===== src/design/rab_macros.svh =====
/* Widths and table size of the lookup core. RAB_IN_ADDR_W must be at least 8,
   and RAB_OUT_ADDR_W must not be smaller than RAB_IN_ADDR_W */
`ifndef RAB_MACROS_SVH
`define RAB_MACROS_SVH

// Translation table size
`define RAB_N_SLICES     4

// Requester side and master side address widths
`define RAB_IN_ADDR_W    32
`define RAB_OUT_ADDR_W   40

// Transaction side-band fields
`define RAB_ID_W         8
`define RAB_USER_W       6

// Bytes moved per beat, used for the burst end address
`define RAB_BURST_BYTES  8

`endif


===== src/design/rab_pkg.sv =====
/* Shared types of the lookup core. Widths come from rab_macros.svh */
`default_nettype none
`include "rab_macros.svh"

package rab_pkg;

  // Requester a request came from
  typedef enum logic {
    PORT1 = 1'b0,
    PORT2 = 1'b1
  } rab_port_e;

  typedef struct packed {
    rab_port_e                  port;
    logic                       is_write;
    logic [`RAB_ID_W-1:0]       id;
    logic [7:0]                 len;
    logic [`RAB_USER_W-1:0]     user;
    logic [`RAB_IN_ADDR_W-1:0]  addr_min;
    // Last byte of the burst, inclusive
    logic [`RAB_IN_ADDR_W-1:0]  addr_max;
  } rab_req_t;

  typedef struct packed {
    logic                       en;
    logic                       rd_en;
    logic                       wr_en;
    logic                       prefetch;
    logic                       coherent;
    logic [`RAB_IN_ADDR_W-1:0]  addr_min;
    logic [`RAB_IN_ADDR_W-1:0]  addr_max;
    logic [`RAB_OUT_ADDR_W-1:0] offset;
  } rab_slice_t;

  typedef struct packed {
    rab_req_t                   req;
    logic                       no_hit;
    logic                       multi_hit;
    logic                       no_prot;
    logic                       prefetch;
    logic                       coherent;
    logic [`RAB_OUT_ADDR_W-1:0] out_addr;
  } rab_lookup_t;

endpackage

`default_nettype wire


===== src/design/rab_stage_if.sv =====
/* Valid/ready link between two pipeline stages. The producer holds valid and
   payload until an edge sees both valid and ready high */
`default_nettype none

interface rab_stage_if #(
  parameter type payload_t = logic
);

  logic     valid;
  logic     ready;
  payload_t payload;

  modport producer (
    output valid,
    output payload,
    input  ready
  );

  // Consumer may derive ready from valid
  modport consumer (
    input  valid,
    input  payload,
    output ready
  );

endinterface

`default_nettype wire


===== src/design/rab_port_arbiter.sv =====
/* Round-robin choice between two requester ports into a one-entry register.
   Burst end addresses that wrap past the top of the address space are not handled */
`default_nettype none
`include "rab_macros.svh"

module rab_port_arbiter (
  input  wire logic                      Clk_CI,
  input  wire logic                      Rst_RBI,
  input  wire logic                      port1_valid_i,
  output logic                           port1_ready_o,
  input  wire logic                      port1_write_i,
  input  wire logic [`RAB_IN_ADDR_W-1:0] port1_addr_i,
  input  wire logic [`RAB_ID_W-1:0]      port1_id_i,
  input  wire logic [7:0]                port1_len_i,
  input  wire logic [`RAB_USER_W-1:0]    port1_user_i,
  input  wire logic                      port2_valid_i,
  output logic                           port2_ready_o,
  input  wire logic                      port2_write_i,
  input  wire logic [`RAB_IN_ADDR_W-1:0] port2_addr_i,
  input  wire logic [`RAB_ID_W-1:0]      port2_id_i,
  input  wire logic [7:0]                port2_len_i,
  input  wire logic [`RAB_USER_W-1:0]    port2_user_i,
  rab_stage_if.producer                  req_o
);
  import rab_pkg::*;

  // High when port 2 has priority on the next conflict
  logic                      rr_q;
  logic                      out_valid_q;
  rab_req_t                  out_req_q;
  rab_req_t                  req_d;
  logic                      load_en;
  logic                      take1;
  logic                      take2;
  logic [`RAB_IN_ADDR_W-1:0] len_ext;
  logic [`RAB_IN_ADDR_W-1:0] burst_bytes;

  assign load_en = ~out_valid_q | req_o.ready;

  // A port is only held off when the other one is valid and has priority
  assign port1_ready_o = load_en & ~(port2_valid_i & rr_q);
  assign port2_ready_o = load_en & ~(port1_valid_i & ~rr_q);

  assign take1 = port1_valid_i & port1_ready_o;
  assign take2 = port2_valid_i & port2_ready_o;

  always_comb begin
    if (take2) begin
      req_d.port     = PORT2;
      req_d.is_write = port2_write_i;
      req_d.id       = port2_id_i;
      req_d.len      = port2_len_i;
      req_d.user     = port2_user_i;
      req_d.addr_min = port2_addr_i;
    end else begin
      req_d.port     = PORT1;
      req_d.is_write = port1_write_i;
      req_d.id       = port1_id_i;
      req_d.len      = port1_len_i;
      req_d.user     = port1_user_i;
      req_d.addr_min = port1_addr_i;
    end
    // len counts beats minus one
    len_ext        = {{(`RAB_IN_ADDR_W-8){1'b0}}, req_d.len};
    burst_bytes    = (len_ext + 1'b1) * (`RAB_IN_ADDR_W)'(`RAB_BURST_BYTES);
    req_d.addr_max = req_d.addr_min + burst_bytes - 1'b1;
  end

  always_ff @(posedge Clk_CI, negedge Rst_RBI) begin
    if (!Rst_RBI) begin
      rr_q        <= 1'b0;
      out_valid_q <= 1'b0;
    end else begin
      if (take1) begin
        rr_q <= 1'b1;
      end else if (take2) begin
        rr_q <= 1'b0;
      end
      if (load_en) begin
        out_valid_q <= take1 | take2;
      end
    end
  end

  always_ff @(posedge Clk_CI) begin
    if (take1 | take2) begin
      out_req_q <= req_d;
    end
  end

  assign req_o.valid   = out_valid_q;
  assign req_o.payload = out_req_q;

endmodule

`default_nettype wire


===== src/design/rab_slice_table.sv =====
/* Slice storage with parallel range compare and translation, one-entry output stage.
   A burst hits only when it lies fully inside a slice. The lowest-index hit slice wins */
`default_nettype none
`include "rab_macros.svh"

module rab_slice_table (
  input  wire logic                             Clk_CI,
  input  wire logic                             Rst_RBI,
  input  wire logic                             cfg_we_i,
  input  wire logic [$clog2(`RAB_N_SLICES)-1:0] cfg_idx_i,
  input  wire rab_pkg::rab_slice_t              cfg_slice_i,
  rab_stage_if.consumer                         req_i,
  rab_stage_if.producer                         lkp_o
);
  import rab_pkg::*;

  rab_slice_t               slices_q [`RAB_N_SLICES];
  logic [`RAB_N_SLICES-1:0] hit;
  rab_slice_t               sel_slice;
  rab_req_t                 req;
  rab_lookup_t              lkp_d;
  rab_lookup_t              lkp_q;
  logic                     lkp_valid_q;
  logic                     load_en;

  assign req = req_i.payload;

  // Configuration write port
  always_ff @(posedge Clk_CI, negedge Rst_RBI) begin
    if (!Rst_RBI) begin
      for (int i = 0; i < `RAB_N_SLICES; i++) begin
        slices_q[i] <= '0;
      end
    end else if (cfg_we_i) begin
      slices_q[cfg_idx_i] <= cfg_slice_i;
    end
  end

  always_comb begin
    for (int i = 0; i < `RAB_N_SLICES; i++) begin
      hit[i] = slices_q[i].en
             & (req.addr_min >= slices_q[i].addr_min)
             & (req.addr_max <= slices_q[i].addr_max);
    end
  end

  // Walk downwards so the lowest index is picked last
  always_comb begin
    sel_slice = '0;
    for (int i = `RAB_N_SLICES-1; i >= 0; i--) begin
      if (hit[i]) begin
        sel_slice = slices_q[i];
      end
    end
  end

  always_comb begin
    lkp_d.req       = req;
    lkp_d.no_hit    = ~|hit;
    // Two or more bits set leave something after clearing the lowest one
    lkp_d.multi_hit = |(hit & (hit - 1'b1));
    // A miss is reported as a miss only, never as a protection fault
    lkp_d.no_prot   = lkp_d.no_hit | (req.is_write ? sel_slice.wr_en : sel_slice.rd_en);
    lkp_d.prefetch  = sel_slice.prefetch;
    lkp_d.coherent  = sel_slice.coherent;
    lkp_d.out_addr  = {{(`RAB_OUT_ADDR_W-`RAB_IN_ADDR_W){1'b0}},
                       req.addr_min - sel_slice.addr_min} + sel_slice.offset;
  end

  assign load_en     = ~lkp_valid_q | lkp_o.ready;
  assign req_i.ready = load_en;

  always_ff @(posedge Clk_CI, negedge Rst_RBI) begin
    if (!Rst_RBI) begin
      lkp_valid_q <= 1'b0;
    end else if (load_en) begin
      lkp_valid_q <= req_i.valid;
    end
  end

  always_ff @(posedge Clk_CI) begin
    if (load_en & req_i.valid) begin
      lkp_q <= lkp_d;
    end
  end

  assign lkp_o.valid   = lkp_valid_q;
  assign lkp_o.payload = lkp_q;

endmodule

`default_nettype wire


===== src/design/rab_decision_fsm.sv =====
/* Registers one lookup decision and holds it until sent_i. Only one decision is
   outstanding. Invalidation stalls the stage and does not touch the table */
`default_nettype none
`include "rab_macros.svh"

module rab_decision_fsm (
  input  wire logic                   Clk_CI,
  input  wire logic                   Rst_RBI,
  rab_stage_if.consumer               lkp_i,
  input  wire logic                   sent_i,
  input  wire logic                   invalidate_i,
  output logic                        port1_accept_o,
  output logic                        port1_drop_o,
  output logic                        port1_miss_o,
  output logic                        port2_accept_o,
  output logic                        port2_drop_o,
  output logic                        port2_miss_o,
  output logic                        miss_o,
  output logic                        multi_o,
  output logic                        prot_o,
  output logic                        prefetch_o,
  output logic                        invalidate_o,
  output logic                        cache_coherent_o,
  output logic [`RAB_OUT_ADDR_W-1:0]  out_addr_o,
  output logic [`RAB_IN_ADDR_W-1:0]   in_addr_min_o,
  output logic [`RAB_IN_ADDR_W-1:0]   in_addr_max_o,
  output logic [`RAB_ID_W-1:0]        in_id_o,
  output logic [7:0]                  in_len_o,
  output logic [`RAB_USER_W-1:0]      in_user_o
);
  import rab_pkg::*;

  typedef enum logic [1:0] {IDLE, WAIT_SENT, WAIT_INVALIDATE} state_e;

  state_e      state_q;
  state_e      state_d;
  rab_lookup_t lkp;
  logic        drop;
  logic        is_port2;
  logic        load_dec;
  logic        clear_dec;
  logic        inv_en;

  assign lkp         = lkp_i.payload;
  assign lkp_i.ready = (state_q == IDLE) & ~invalidate_i;

  assign drop     = lkp.no_hit | lkp.multi_hit | ~lkp.no_prot | lkp.prefetch;
  assign is_port2 = (lkp.req.port == PORT2);

  always_comb begin
    state_d   = state_q;
    load_dec  = 1'b0;
    clear_dec = 1'b0;
    inv_en    = 1'b0;
    unique case (state_q)
      IDLE: begin
        if (invalidate_i) begin
          inv_en  = 1'b1;
          state_d = WAIT_INVALIDATE;
        end else if (lkp_i.valid) begin
          load_dec = 1'b1;
          state_d  = WAIT_SENT;
        end
      end
      WAIT_SENT: begin
        if (sent_i) begin
          clear_dec = 1'b1;
          state_d   = IDLE;
        end
      end
      WAIT_INVALIDATE: begin
        if (!invalidate_i) begin
          inv_en  = 1'b1;
          state_d = IDLE;
        end
      end
      default: begin
        state_d = IDLE;
      end
    endcase
  end

  always_ff @(posedge Clk_CI, negedge Rst_RBI) begin
    if (!Rst_RBI) begin
      state_q <= IDLE;
    end else begin
      state_q <= state_d;
    end
  end

  always_ff @(posedge Clk_CI, negedge Rst_RBI) begin
    if (!Rst_RBI) begin
      port1_accept_o   <= 1'b0;
      port1_drop_o     <= 1'b0;
      port1_miss_o     <= 1'b0;
      port2_accept_o   <= 1'b0;
      port2_drop_o     <= 1'b0;
      port2_miss_o     <= 1'b0;
      miss_o           <= 1'b0;
      multi_o          <= 1'b0;
      prot_o           <= 1'b0;
      prefetch_o       <= 1'b0;
      invalidate_o     <= 1'b0;
      cache_coherent_o <= 1'b0;
      out_addr_o       <= '0;
      in_addr_min_o    <= '0;
      in_addr_max_o    <= '0;
      in_id_o          <= '0;
      in_len_o         <= '0;
      in_user_o        <= '0;
    end else begin
      if (load_dec) begin
        port1_accept_o   <= ~drop & ~is_port2;
        port1_drop_o     <= drop & ~is_port2;
        port1_miss_o     <= lkp.no_hit & ~is_port2;
        port2_accept_o   <= ~drop & is_port2;
        port2_drop_o     <= drop & is_port2;
        port2_miss_o     <= lkp.no_hit & is_port2;
        miss_o           <= lkp.no_hit;
        multi_o          <= lkp.multi_hit;
        prot_o           <= ~lkp.no_prot;
        prefetch_o       <= ~lkp.no_hit & lkp.prefetch;
        cache_coherent_o <= lkp.coherent;
        out_addr_o       <= lkp.out_addr;
        in_addr_min_o    <= lkp.req.addr_min;
        in_addr_max_o    <= lkp.req.addr_max;
        in_id_o          <= lkp.req.id;
        in_len_o         <= lkp.req.len;
        in_user_o        <= lkp.req.user;
      end else if (clear_dec) begin
        // Flags drop back, the address and echo fields keep the last request
        port1_accept_o   <= 1'b0;
        port1_drop_o     <= 1'b0;
        port1_miss_o     <= 1'b0;
        port2_accept_o   <= 1'b0;
        port2_drop_o     <= 1'b0;
        port2_miss_o     <= 1'b0;
        miss_o           <= 1'b0;
        multi_o          <= 1'b0;
        prot_o           <= 1'b0;
        prefetch_o       <= 1'b0;
        cache_coherent_o <= 1'b0;
      end
      if (inv_en) begin
        invalidate_o <= invalidate_i;
      end
    end
  end

endmodule

`default_nettype wire


===== src/design/rab_top.sv =====
/* Lookup core top level: arbiter, slice table and decision stage in a row.
   Slices are written directly through the cfg port, which has no back-pressure */
`default_nettype none
`include "rab_macros.svh"

module rab_top (
  input  wire logic                             Clk_CI,
  input  wire logic                             Rst_RBI,
  input  wire logic                             port1_valid_i,
  output logic                                  port1_ready_o,
  input  wire logic                             port1_write_i,
  input  wire logic [`RAB_IN_ADDR_W-1:0]        port1_addr_i,
  input  wire logic [`RAB_ID_W-1:0]             port1_id_i,
  input  wire logic [7:0]                       port1_len_i,
  input  wire logic [`RAB_USER_W-1:0]           port1_user_i,
  input  wire logic                             port2_valid_i,
  output logic                                  port2_ready_o,
  input  wire logic                             port2_write_i,
  input  wire logic [`RAB_IN_ADDR_W-1:0]        port2_addr_i,
  input  wire logic [`RAB_ID_W-1:0]             port2_id_i,
  input  wire logic [7:0]                       port2_len_i,
  input  wire logic [`RAB_USER_W-1:0]           port2_user_i,
  input  wire logic                             cfg_we_i,
  input  wire logic [$clog2(`RAB_N_SLICES)-1:0] cfg_idx_i,
  input  wire rab_pkg::rab_slice_t              cfg_slice_i,
  input  wire logic                             sent_i,
  input  wire logic                             invalidate_i,
  output logic                                  port1_accept_o,
  output logic                                  port1_drop_o,
  output logic                                  port1_miss_o,
  output logic                                  port2_accept_o,
  output logic                                  port2_drop_o,
  output logic                                  port2_miss_o,
  output logic                                  miss_o,
  output logic                                  multi_o,
  output logic                                  prot_o,
  output logic                                  prefetch_o,
  output logic                                  invalidate_o,
  output logic                                  cache_coherent_o,
  output logic [`RAB_OUT_ADDR_W-1:0]            out_addr_o,
  output logic [`RAB_IN_ADDR_W-1:0]             in_addr_min_o,
  output logic [`RAB_IN_ADDR_W-1:0]             in_addr_max_o,
  output logic [`RAB_ID_W-1:0]                  in_id_o,
  output logic [7:0]                            in_len_o,
  output logic [`RAB_USER_W-1:0]                in_user_o
);
  import rab_pkg::*;

  rab_stage_if #(.payload_t(rab_req_t))    req_if ();
  rab_stage_if #(.payload_t(rab_lookup_t)) lkp_if ();

  rab_port_arbiter rab_port_arbiter_inst (
    .Clk_CI        (Clk_CI),
    .Rst_RBI       (Rst_RBI),
    .port1_valid_i (port1_valid_i),
    .port1_ready_o (port1_ready_o),
    .port1_write_i (port1_write_i),
    .port1_addr_i  (port1_addr_i),
    .port1_id_i    (port1_id_i),
    .port1_len_i   (port1_len_i),
    .port1_user_i  (port1_user_i),
    .port2_valid_i (port2_valid_i),
    .port2_ready_o (port2_ready_o),
    .port2_write_i (port2_write_i),
    .port2_addr_i  (port2_addr_i),
    .port2_id_i    (port2_id_i),
    .port2_len_i   (port2_len_i),
    .port2_user_i  (port2_user_i),
    .req_o         (req_if.producer)
  );

  rab_slice_table rab_slice_table_inst (
    .Clk_CI      (Clk_CI),
    .Rst_RBI     (Rst_RBI),
    .cfg_we_i    (cfg_we_i),
    .cfg_idx_i   (cfg_idx_i),
    .cfg_slice_i (cfg_slice_i),
    .req_i       (req_if.consumer),
    .lkp_o       (lkp_if.producer)
  );

  rab_decision_fsm rab_decision_fsm_inst (
    .Clk_CI           (Clk_CI),
    .Rst_RBI          (Rst_RBI),
    .lkp_i            (lkp_if.consumer),
    .sent_i           (sent_i),
    .invalidate_i     (invalidate_i),
    .port1_accept_o   (port1_accept_o),
    .port1_drop_o     (port1_drop_o),
    .port1_miss_o     (port1_miss_o),
    .port2_accept_o   (port2_accept_o),
    .port2_drop_o     (port2_drop_o),
    .port2_miss_o     (port2_miss_o),
    .miss_o           (miss_o),
    .multi_o          (multi_o),
    .prot_o           (prot_o),
    .prefetch_o       (prefetch_o),
    .invalidate_o     (invalidate_o),
    .cache_coherent_o (cache_coherent_o),
    .out_addr_o       (out_addr_o),
    .in_addr_min_o    (in_addr_min_o),
    .in_addr_max_o    (in_addr_max_o),
    .in_id_o          (in_id_o),
    .in_len_o         (in_len_o),
    .in_user_o        (in_user_o)
  );

endmodule

`default_nettype wire


===== config.mk =====
export PLATFORM = sky130hd
export DESIGN_NAME = rab_top
export DESIGN_NICKNAME = d
export VERILOG_FILES = /design/src/design/rab_pkg.sv /design/src/design/rab_stage_if.sv /design/src/design/rab_port_arbiter.sv /design/src/design/rab_slice_table.sv /design/src/design/rab_decision_fsm.sv /design/src/design/rab_top.sv
export VERILOG_INCLUDE_DIRS = /design/src /design/src/design
export SDC_FILE = /design/constraint.sdc
export NUM_CORES = 2
export LEC_CHECK = 0
export BUFFER_PORTS_ARGS = -buffer_cell sky130_fd_sc_hd__clkbuf_2
export CELL_PAD_IN_SITES_DETAIL_PLACEMENT = 1
export CELL_PAD_IN_SITES_GLOBAL_PLACEMENT = 1
export CORE_ASPECT_RATIO = 0.8
export CORE_UTILIZATION = 48
export DETAILED_ROUTE_END_ITERATION = 6
export PLACE_DENSITY = 0.85
export SYNTH_ARGS = -nofsm -noshare
export SYNTH_HDL_FRONTEND = slang
export SYNTH_SLANG_ARGS = --single-unit

===== constraint.sdc =====
create_clock -name Clk_CI -period 9.84 [get_ports Clk_CI]
set_input_delay 0.984 -clock Clk_CI [delete_from_list [all_inputs] [get_ports Clk_CI]]
set_output_delay 0.984 -clock Clk_CI [all_outputs]
set_load 0.01 [all_outputs]

=== Word level (Yosys, flattened, before mapping) ===
Index checks and enable logic that the tools add are counted.

* $add $sub $neg: 6
* Multipliers: 0
* Div/mod/pow operators: 0
* Order comparisons: 10
* Eq/ne operators: 5
* Shift-type cells: 0
* Muxes and demuxes: 36
* Bitwise logic cells: 42
* Reductions and logical operators: 8

{| class="wikitable"
|+ Operators by type and width
! kind !! count
|-
| 436-bit bitwise mux || 1
|-
| 108-bit 2-to-1 mux || 4
|-
| 109-bit demux with 2-bit select || 1
|-
| 32-bit greater-or-equal comparator || 4
|-
| 32-bit <= comparator || 4
|-
| 109-bit 2-to-1 mux || 1
|-
| 56-bit 2-to-1 mux || 1
|-
| 32-bit by 40-bit adder with 40-bit output || 1
|-
| 32-bit adder || 1
|-
| 32-bit by 1-bit subtractor with 32-bit output (second input constant) || 1
|-
| 32-bit subtractor || 1
|-
| 1-bit AND || 23
|-
| 1-bit 2-to-1 mux || 22
|-
| 1-bit NOT || 10
|-
| 8-bit by 1-bit adder with 9-bit output (second input constant) || 1
|-
| 2-bit 2-to-1 mux || 4
|-
| 4-bit OR reduction || 2
|-
| 1-bit bitwise OR || 7
|-
| 2-bit case mux with 3 select lines || 1
|-
| 4-bit AND || 1
|-
| 2-bit inequality test (second input constant) || 2
|-
| 2-bit nonzero test || 2
|-
| 4-bit by 1-bit subtractor with 4-bit output (second input constant) || 1
|-
| 3-bit greater-or-equal comparator (second input constant) || 1
|-
| other kinds (10) || 10
|}

* Bits in registers: 799
* Bits in latches: 0
* RAM bits: 0
* ROM bits: 0
* Bits of input ports: 228
* Output and inout bits: 140
* Memories kept: 0

=== Depth between registers and ports, before layout ===
* Word-level depth: 10
* Mapped depth: 38

=== Cells and area by module ===
From an unflattened synthesis, not the netlist that was laid out.

* Cell total of the unflattened synthesis: 4095
* Area, all modules: 42929.9 um2

{| class="wikitable"
|+ Modules (own cells, without submodules)
! module !! times used !! cells each !! area each (um2) !! seq. area each (um2)
|-
| rab_slice_table || 1 || 2975 || 31928.1 || 14929.3
|-
| rab_port_arbiter || 1 || 543 || 5561.6 || 2692.6
|-
| rab_decision_fsm || 1 || 577 || 5440.2 || 3503.4
|}

=== Worst setup path before layout ===
No wires, ideal clock.

* Path type: reg2reg
* From: register rab_port_arbiter_inst.out_req_q, in the netlist rab_port_arbiter_inst.req_o.payload[28]
* To: register rab_slice_table_inst.lkp_q, in the netlist rab_slice_table_inst.lkp_o.payload[34], data pin
* Setup time: 0.266 ns
* Arrival: 7.052 ns
* Slack: 2.522 ns
* Stages on the path, launching flop included: 37
* Buffers on the path: 2
* Period minus slack after synthesis: 7.318 ns
* Path through: edfxtp_1 ha_1 o21a_1 o211ai_1 a31oi_1 a2111oi_0 o2111a_1 o22a_1 buf_2 clkbuf_1 a221o_1 o21ai_0 o21ai_0 ha_1 inv_1 fa_1 a21o_1 a21oi_1 o21ai_0 a21o_1 a21o_1 a21oi_1 o21ai_0 a21oi_1 xnor2_1 ha_1 and4_1 and2_1 a22o_1 a31oi_1 o21ai_1 a31oi_1 o31ai_1 a41oi_1 a21oi_1 nand3_1 xor2_1

{| class="wikitable"
|+ RTL lines
! what !! RTL line !! RTL
|-
| from (decl) || rab_port_arbiter.sv:30 || <nowiki>rab_req_t out_req_q;</nowiki>
|-
| from (signal assigned) || rab_port_arbiter.sv:87 || <nowiki>out_req_q <= req_d;</nowiki>
|-
| to (signal assigned) || rab_slice_table.sv:83 || <nowiki>lkp_q <= lkp_d;</nowiki>
|-
| to (decl) || rab_slice_table.sv:22 || <nowiki>rab_lookup_t lkp_q;</nowiki>
|}

==> flow_summary.html <==
<table>
<tr><th>Metric</th><th>Value</th></tr>
<tr><th colspan="2">Outcome</th></tr>
<tr><td>Result of the run</td><td>finished, final reports clean</td></tr>
<tr><th colspan="2">Synth</th></tr>
<tr><td>EDFF count, synth</td><td>220</td></tr>
<tr><td>Gate count of the mapped netlist</td><td>around 3900</td></tr>
<tr><td>Number of storage elements in the synthesis netlist</td><td>between 700 and 800</td></tr>
<tr><td>Most area-hungry cell type in the Yosys netlist</td><td>sky130_fd_sc_hd__dfrtp_1</td></tr>
<tr><td>Area share of the leading cell type in the synthesized netlist</td><td>34.69%</td></tr>
<tr><td>Biggest area contributors in the synthesized netlist</td><td>sky130_fd_sc_hd__dfrtp_1, sky130_fd_sc_hd__edfxtp_1, sky130_fd_sc_hd__ha_1</td></tr>
<tr><td>Synth Flop Type</td><td>sky130_fd_sc_hd__dfrtp_1</td></tr>
<tr><td>Syn avg cell area</td><td>10.84 um2</td></tr>
<tr><td>Sequential share of the synthesized area</td><td>about 50%</td></tr>
<tr><td>Total nets after synthesis</td><td>4445</td></tr>
<tr><td>Count of unique library cells instantiated by Yosys</td><td>80</td></tr>
<tr><td>Syn Std Cell Area</td><td>0.04177 mm2</td></tr>
<tr><td>Synth Warn #</td><td>0</td></tr>
<tr><td>Share of flip-flops with an asynchronous set or reset after synthesis</td><td>72.47%</td></tr>
<tr><th colspan="2">GRT</th></tr>
<tr><td>Initial antenna violation count</td><td>18</td></tr>
<tr><td>Via count of the first global-routing pass</td><td>about 34000</td></tr>
<tr><td>Largest net degree at the start of global routing</td><td>172</td></tr>
<tr><td>Total track usage</td><td>30.22%</td></tr>
<tr><td>Wire length of the first global-routing pass</td><td>205.8 mm</td></tr>
<tr><td>Sum of overflow across all layers after global routing</td><td>0</td></tr>
<tr><th colspan="2">Final layout</th></tr>
<tr><td>Fraction of layout instances using a drive strength above 1</td><td>22.05%</td></tr>
<tr><td>Filler cell count</td><td>9356</td></tr>
<tr><td>Signed area change from the synthesized netlist to the final layout</td><td>14.02%</td></tr>
<tr><td>Final net count</td><td>4791</td></tr>
<tr><td>Final standard cell area without fillers</td><td>0.04763 mm2</td></tr>
<tr><td>Utilization of the core after routing</td><td>55.38%</td></tr>
<tr><th colspan="2">Floorplanning</th></tr>
<tr><td>X dimension of the die</td><td>331.8 um</td></tr>
<tr><td>Core footprint</td><td>0.08600 mm2</td></tr>
<tr><td>Boundary pin count</td><td>368</td></tr>
<tr><td>Die Y-Extent</td><td>roughly 270 um</td></tr>
<tr><td>Starting Density</td><td>48.57%</td></tr>
<tr><td>Die Area</td><td>0.08821 mm2</td></tr>
<tr><td>Row cnt</td><td>96</td></tr>
<tr><th colspan="2">Routing</th></tr>
<tr><td>First-pass iteration count of the detailed router</td><td>5</td></tr>
<tr><td>Antenna-violating nets left</td><td>0</td></tr>
<tr><td>Detail-routed via count per cell</td><td>just under 6</td></tr>
<tr><td>Vias post-DR</td><td>31712</td></tr>
<tr><td>WL per Instance</td><td>roughly 25 um</td></tr>
<tr><td>Total DRC errors in the routed layout</td><td>0</td></tr>
<tr><td>Final wirelength</td><td>132.6 mm</td></tr>
<tr><td>Number of violations reported at the end of detailed-routing iteration 0</td><td>2339</td></tr>
<tr><th colspan="2">Clock network</th></tr>
<tr><td>Number of buffers created by CTS</td><td>84</td></tr>
<tr><td>Hold buffer count at CTS</td><td>0</td></tr>
<tr><td>H-tree depth</td><td>3</td></tr>
<tr><td>Clock Pin Slew Worst Setup and Hold Paths</td><td>0.06 ns</td></tr>
<tr><td>CTS tree</td><td>yes</td></tr>
<tr><td>Number of setup buffers added after CTS</td><td>0</td></tr>
<tr><td>Clock root buffer master</td><td>sky130_fd_sc_hd__clkbuf_16</td></tr>
<tr><td>Max Buffers Root-to-Sink</td><td>3</td></tr>
<tr><td>Worst-skew pair later-pin latency</td><td>0.67 ns</td></tr>
<tr><td>Count of instances resized after the clock tree is built</td><td>0</td></tr>
<tr><td>Number of sinks driven by the clock tree</td><td>between 700 and 800</td></tr>
<tr><th colspan="2">Critical path</th></tr>
<tr><td>Critical Path End Type</td><td>register</td></tr>
<tr><td>Max incr delay on CP</td><td>between 0.8 and 0.9 ns</td></tr>
<tr><td>Critical-path top delay cell</td><td>sky130_fd_sc_hd__a2111oi_0</td></tr>
<tr><td>Category of the most critical setup path</td><td>reg2reg</td></tr>
<tr><td>Data required time at the worst endpoint</td><td>10.23 ns</td></tr>
<tr><td>Arrival time at the worst endpoint</td><td>9.41 ns</td></tr>
<tr><td>Crit-path max FO</td><td>30</td></tr>
<tr><td>Crit start category</td><td>register</td></tr>
<tr><th colspan="2">STA</th></tr>
<tr><td>Worst-Margin Slew</td><td>1.171 ns</td></tr>
<tr><td>Worst-case headroom to the max-slew limit</td><td>21.94%</td></tr>
<tr><td>Final hold vios</td><td>0</td></tr>
<tr><td>Final worst-path cycle share</td><td>91.59%</td></tr>
<tr><td>Worst slack on hold paths</td><td>roughly 0.33 ns</td></tr>
<tr><td>Number of max-slew violations in the final report</td><td>0</td></tr>
<tr><td>Clock skew after layout</td><td>0.03528 ns</td></tr>
<tr><td>Final min period</td><td>between 9 and 10 ns</td></tr>
<tr><td>Endpoints failing setup</td><td>0</td></tr>
<tr><td>Final TNS setup</td><td>0 ns</td></tr>
<tr><td>RSZ-0062 raised after global routing</td><td>no</td></tr>
<tr><td>Max Clock Freq</td><td>about 110 MHz</td></tr>
<tr><th colspan="2">Place</th></tr>
<tr><td>Total placed instance area</td><td>0.04484 mm2</td></tr>
<tr><td>Total half-perimeter wirelength after legalization and detailed placement</td><td>approximately 94 mm</td></tr>
<tr><td>Placer Congestion</td><td>between 0.9 and 1</td></tr>
<tr><td>Buffers on Ports</td><td>367</td></tr>
<tr><th colspan="2">Pwr</th></tr>
<tr><td>Power density of the placed cells</td><td>276.3 mW/mm2</td></tr>
<tr><td>Worst supply voltage drop on vdd</td><td>~170 uV</td></tr>
<tr><td>Cell leakage power</td><td>~22 nW</td></tr>
<tr><th colspan="2">Min path</th></tr>
<tr><td>Path category of the worst min-delay check</td><td>in2async</td></tr>
<tr><th colspan="2">Run</th></tr>
<tr><td>Maximum capacitance violations</td><td>0</td></tr>
</table>
## where the power goes
| part | total, mW | leakage [nW] | switching [mW] | internal (mW) |
|---|---|---|---|---|
| logic | 5.16 | 12.1 | 3.09 | 2.07 |
| registers | 4.77 | 9.01 | 0.464 | 4.31 |
| clock network | 3.24 | 1.35 | 1.39 | 1.85 |
| total | 13.2 | 22.4 | 4.94 | 8.22 |
## through the flow
stage | power, mW | setup slack [ns] | instances
6_report | 13.16 | 0.8275 | 5405
5_1_grt | 13.90 | 0.2378 | 5400
4_1_cts | 13.16 | 0.9769 | 5399
3_5_place_dp | 9.847 | 1.108 | 5242
3_3_place_gp | 9.563 | 1.320 | 5242
2_1_floorplan | 8.092 | 2.522 | 3855
## sequential cells by signal, indices dropped and copies added, names as in the netlist, 2 cells and up
| register | count |
|---|---|
| rab_slice_table_inst.slices_q | 436 |
| rab_slice_table_inst.lkp_o.payload | 132 |
| rab_port_arbiter_inst.req_o.payload | 88 |
| rab_decision_fsm_inst.out_addr_o | 40 |
| rab_decision_fsm_inst.in_addr_max_o | 32 |
| rab_decision_fsm_inst.in_addr_min_o | 32 |
| rab_decision_fsm_inst.in_id_o | 8 |
| rab_decision_fsm_inst.in_len_o | 8 |
| rab_decision_fsm_inst.in_user_o | 6 |
| rab_decision_fsm_inst.state_q | 2 |
## cell usage in the layout, fill, tap and decap left out, types with 8 or more instances in the layout
cell type,instances
sky130_fd_sc_hd__nand2b_1,13
sky130_fd_sc_hd__mux2i_1,38
sky130_fd_sc_hd__a211oi_1,20
sky130_fd_sc_hd__and3_1,14
sky130_fd_sc_hd__or2_2,8
sky130_fd_sc_hd__clkbuf_1,29
sky130_fd_sc_hd__nor2b_1,20
sky130_fd_sc_hd__clkbuf_8,13
sky130_fd_sc_hd__clkinv_2,11
sky130_fd_sc_hd__a221oi_1,36
sky130_fd_sc_hd__edfxtp_1,220
sky130_fd_sc_hd__clkbuf_2,366
sky130_fd_sc_hd__nor2_1,119
sky130_fd_sc_hd__a21o_1,63
sky130_fd_sc_hd__a22oi_1,10
sky130_fd_sc_hd__a21boi_0,8
sky130_fd_sc_hd__buf_4,27
sky130_fd_sc_hd__ha_1,359
sky130_fd_sc_hd__o31ai_1,8
sky130_fd_sc_hd__inv_1,339
sky130_fd_sc_hd__o21ai_0,215
sky130_fd_sc_hd__o21a_1,16
sky130_fd_sc_hd__dfrtp_1,579
sky130_fd_sc_hd__nand2_1,625
sky130_fd_sc_hd__xor2_1,30
sky130_fd_sc_hd__xnor2_1,63
sky130_fd_sc_hd__mux2_2,381
sky130_fd_sc_hd__nor3_1,30
sky130_fd_sc_hd__nor4_1,9
sky130_fd_sc_hd__clkbuf_16,91
sky130_fd_sc_hd__a221o_1,36
sky130_fd_sc_hd__nand4_1,45
sky130_fd_sc_hd__a21oi_1,222
sky130_fd_sc_hd__nand3_1,49
sky130_fd_sc_hd__o211ai_1,8
sky130_fd_sc_hd__a31oi_1,12
## final cells by class
type	instances	area, um2	share of cell area [%]
antenna	6	15.01	0.03153
clock buffer	133	2565	5.386
clock inverter	24	205.2	0.4309
inverter	341	1280	2.688
multi-input combinational	2578	18950	39.78
sequential	799	21100	44.29
tap	1127	1410	2.961
timing repair buffer	397	2110	4.429
## worst max-delay path: cells and delay by family, from the launching register on
family | cells | cell delay [ns]
AO/OA/AOI/OAI | 24 | 5.85
XOR/XNOR | 2 | 0.27
adder cells (fa/ha/maj) | 4 | 1.32
buffers and inverters | 2 | 0.22
flip-flops | 1 | 0.49
AND/OR/NAND/NOR | 3 | 0.57
## Yosys cell counts (63+ instances only)
master and count:
sky130_fd_sc_hd__mux2_2 381, sky130_fd_sc_hd__clkbuf_1 104, sky130_fd_sc_hd__edfxtp_1 220, sky130_fd_sc_hd__nand2_1 627, sky130_fd_sc_hd__a21oi_1 222, sky130_fd_sc_hd__o21ai_0 215
sky130_fd_sc_hd__xnor2_1 63, sky130_fd_sc_hd__inv_1 340, sky130_fd_sc_hd__ha_1 359, sky130_fd_sc_hd__dfrtp_1 579, sky130_fd_sc_hd__a21o_1 63, sky130_fd_sc_hd__nor2_1 120
## per-layer routing
metal	vias to the layer above	track usage (%)	wire length [um]
met5	-	0	133
met4	22	9.384	3671
met3	238	6.565	8552
met2	940	49.79	63170
met1	16235	39.89	57070
li1	14277	-	-
## final timing paths
path	cells past startpoint	slack, ns	endpoint	startpoint
max reg2reg	35	0.83	rab_slice_table_inst.lkp_o.payload[34]$_DFFE_PP_	rab_port_arbiter_inst.req_o.payload[28]$_DFFE_PP_
min in group Clk_CI	0	0.42	rab_slice_table_inst.lkp_o.payload[111]$_DFFE_PP_	rab_port_arbiter_inst.req_o.payload[66]$_DFFE_PP_
min	1	0.33	rab_decision_fsm_inst.in_user_o[1]$_DFFE_PN0P_	Rst_RBI
max in group asynchronous	3	7.31	rab_decision_fsm_inst.in_addr_min_o[29]$_DFFE_PN0P_	Rst_RBI
max	35	0.83	rab_slice_table_inst.lkp_o.payload[34]$_DFFE_PP_	rab_port_arbiter_inst.req_o.payload[28]$_DFFE_PP_
min reg2reg	0	0.42	rab_slice_table_inst.lkp_o.payload[111]$_DFFE_PP_	rab_port_arbiter_inst.req_o.payload[66]$_DFFE_PP_
## cells by family (layout without fill, tap and decap cells)
family                     Yosys count  after routing  share of synthesized area, %
AOI/OAI and AO/OA                  728            728                         11.03
xor gates and xnor gates            93             93                         1.950
adders and majority gates          362            362                         10.90
buffers and inverters              478            895                         4.340
DFF                                799            799                         50.50
muxes                              421            421                         11.26
other                                0              6                             0
and+or+nand+nor                    974            974                         10.02
Note: power is estimated with default switching activity, not from simulation.
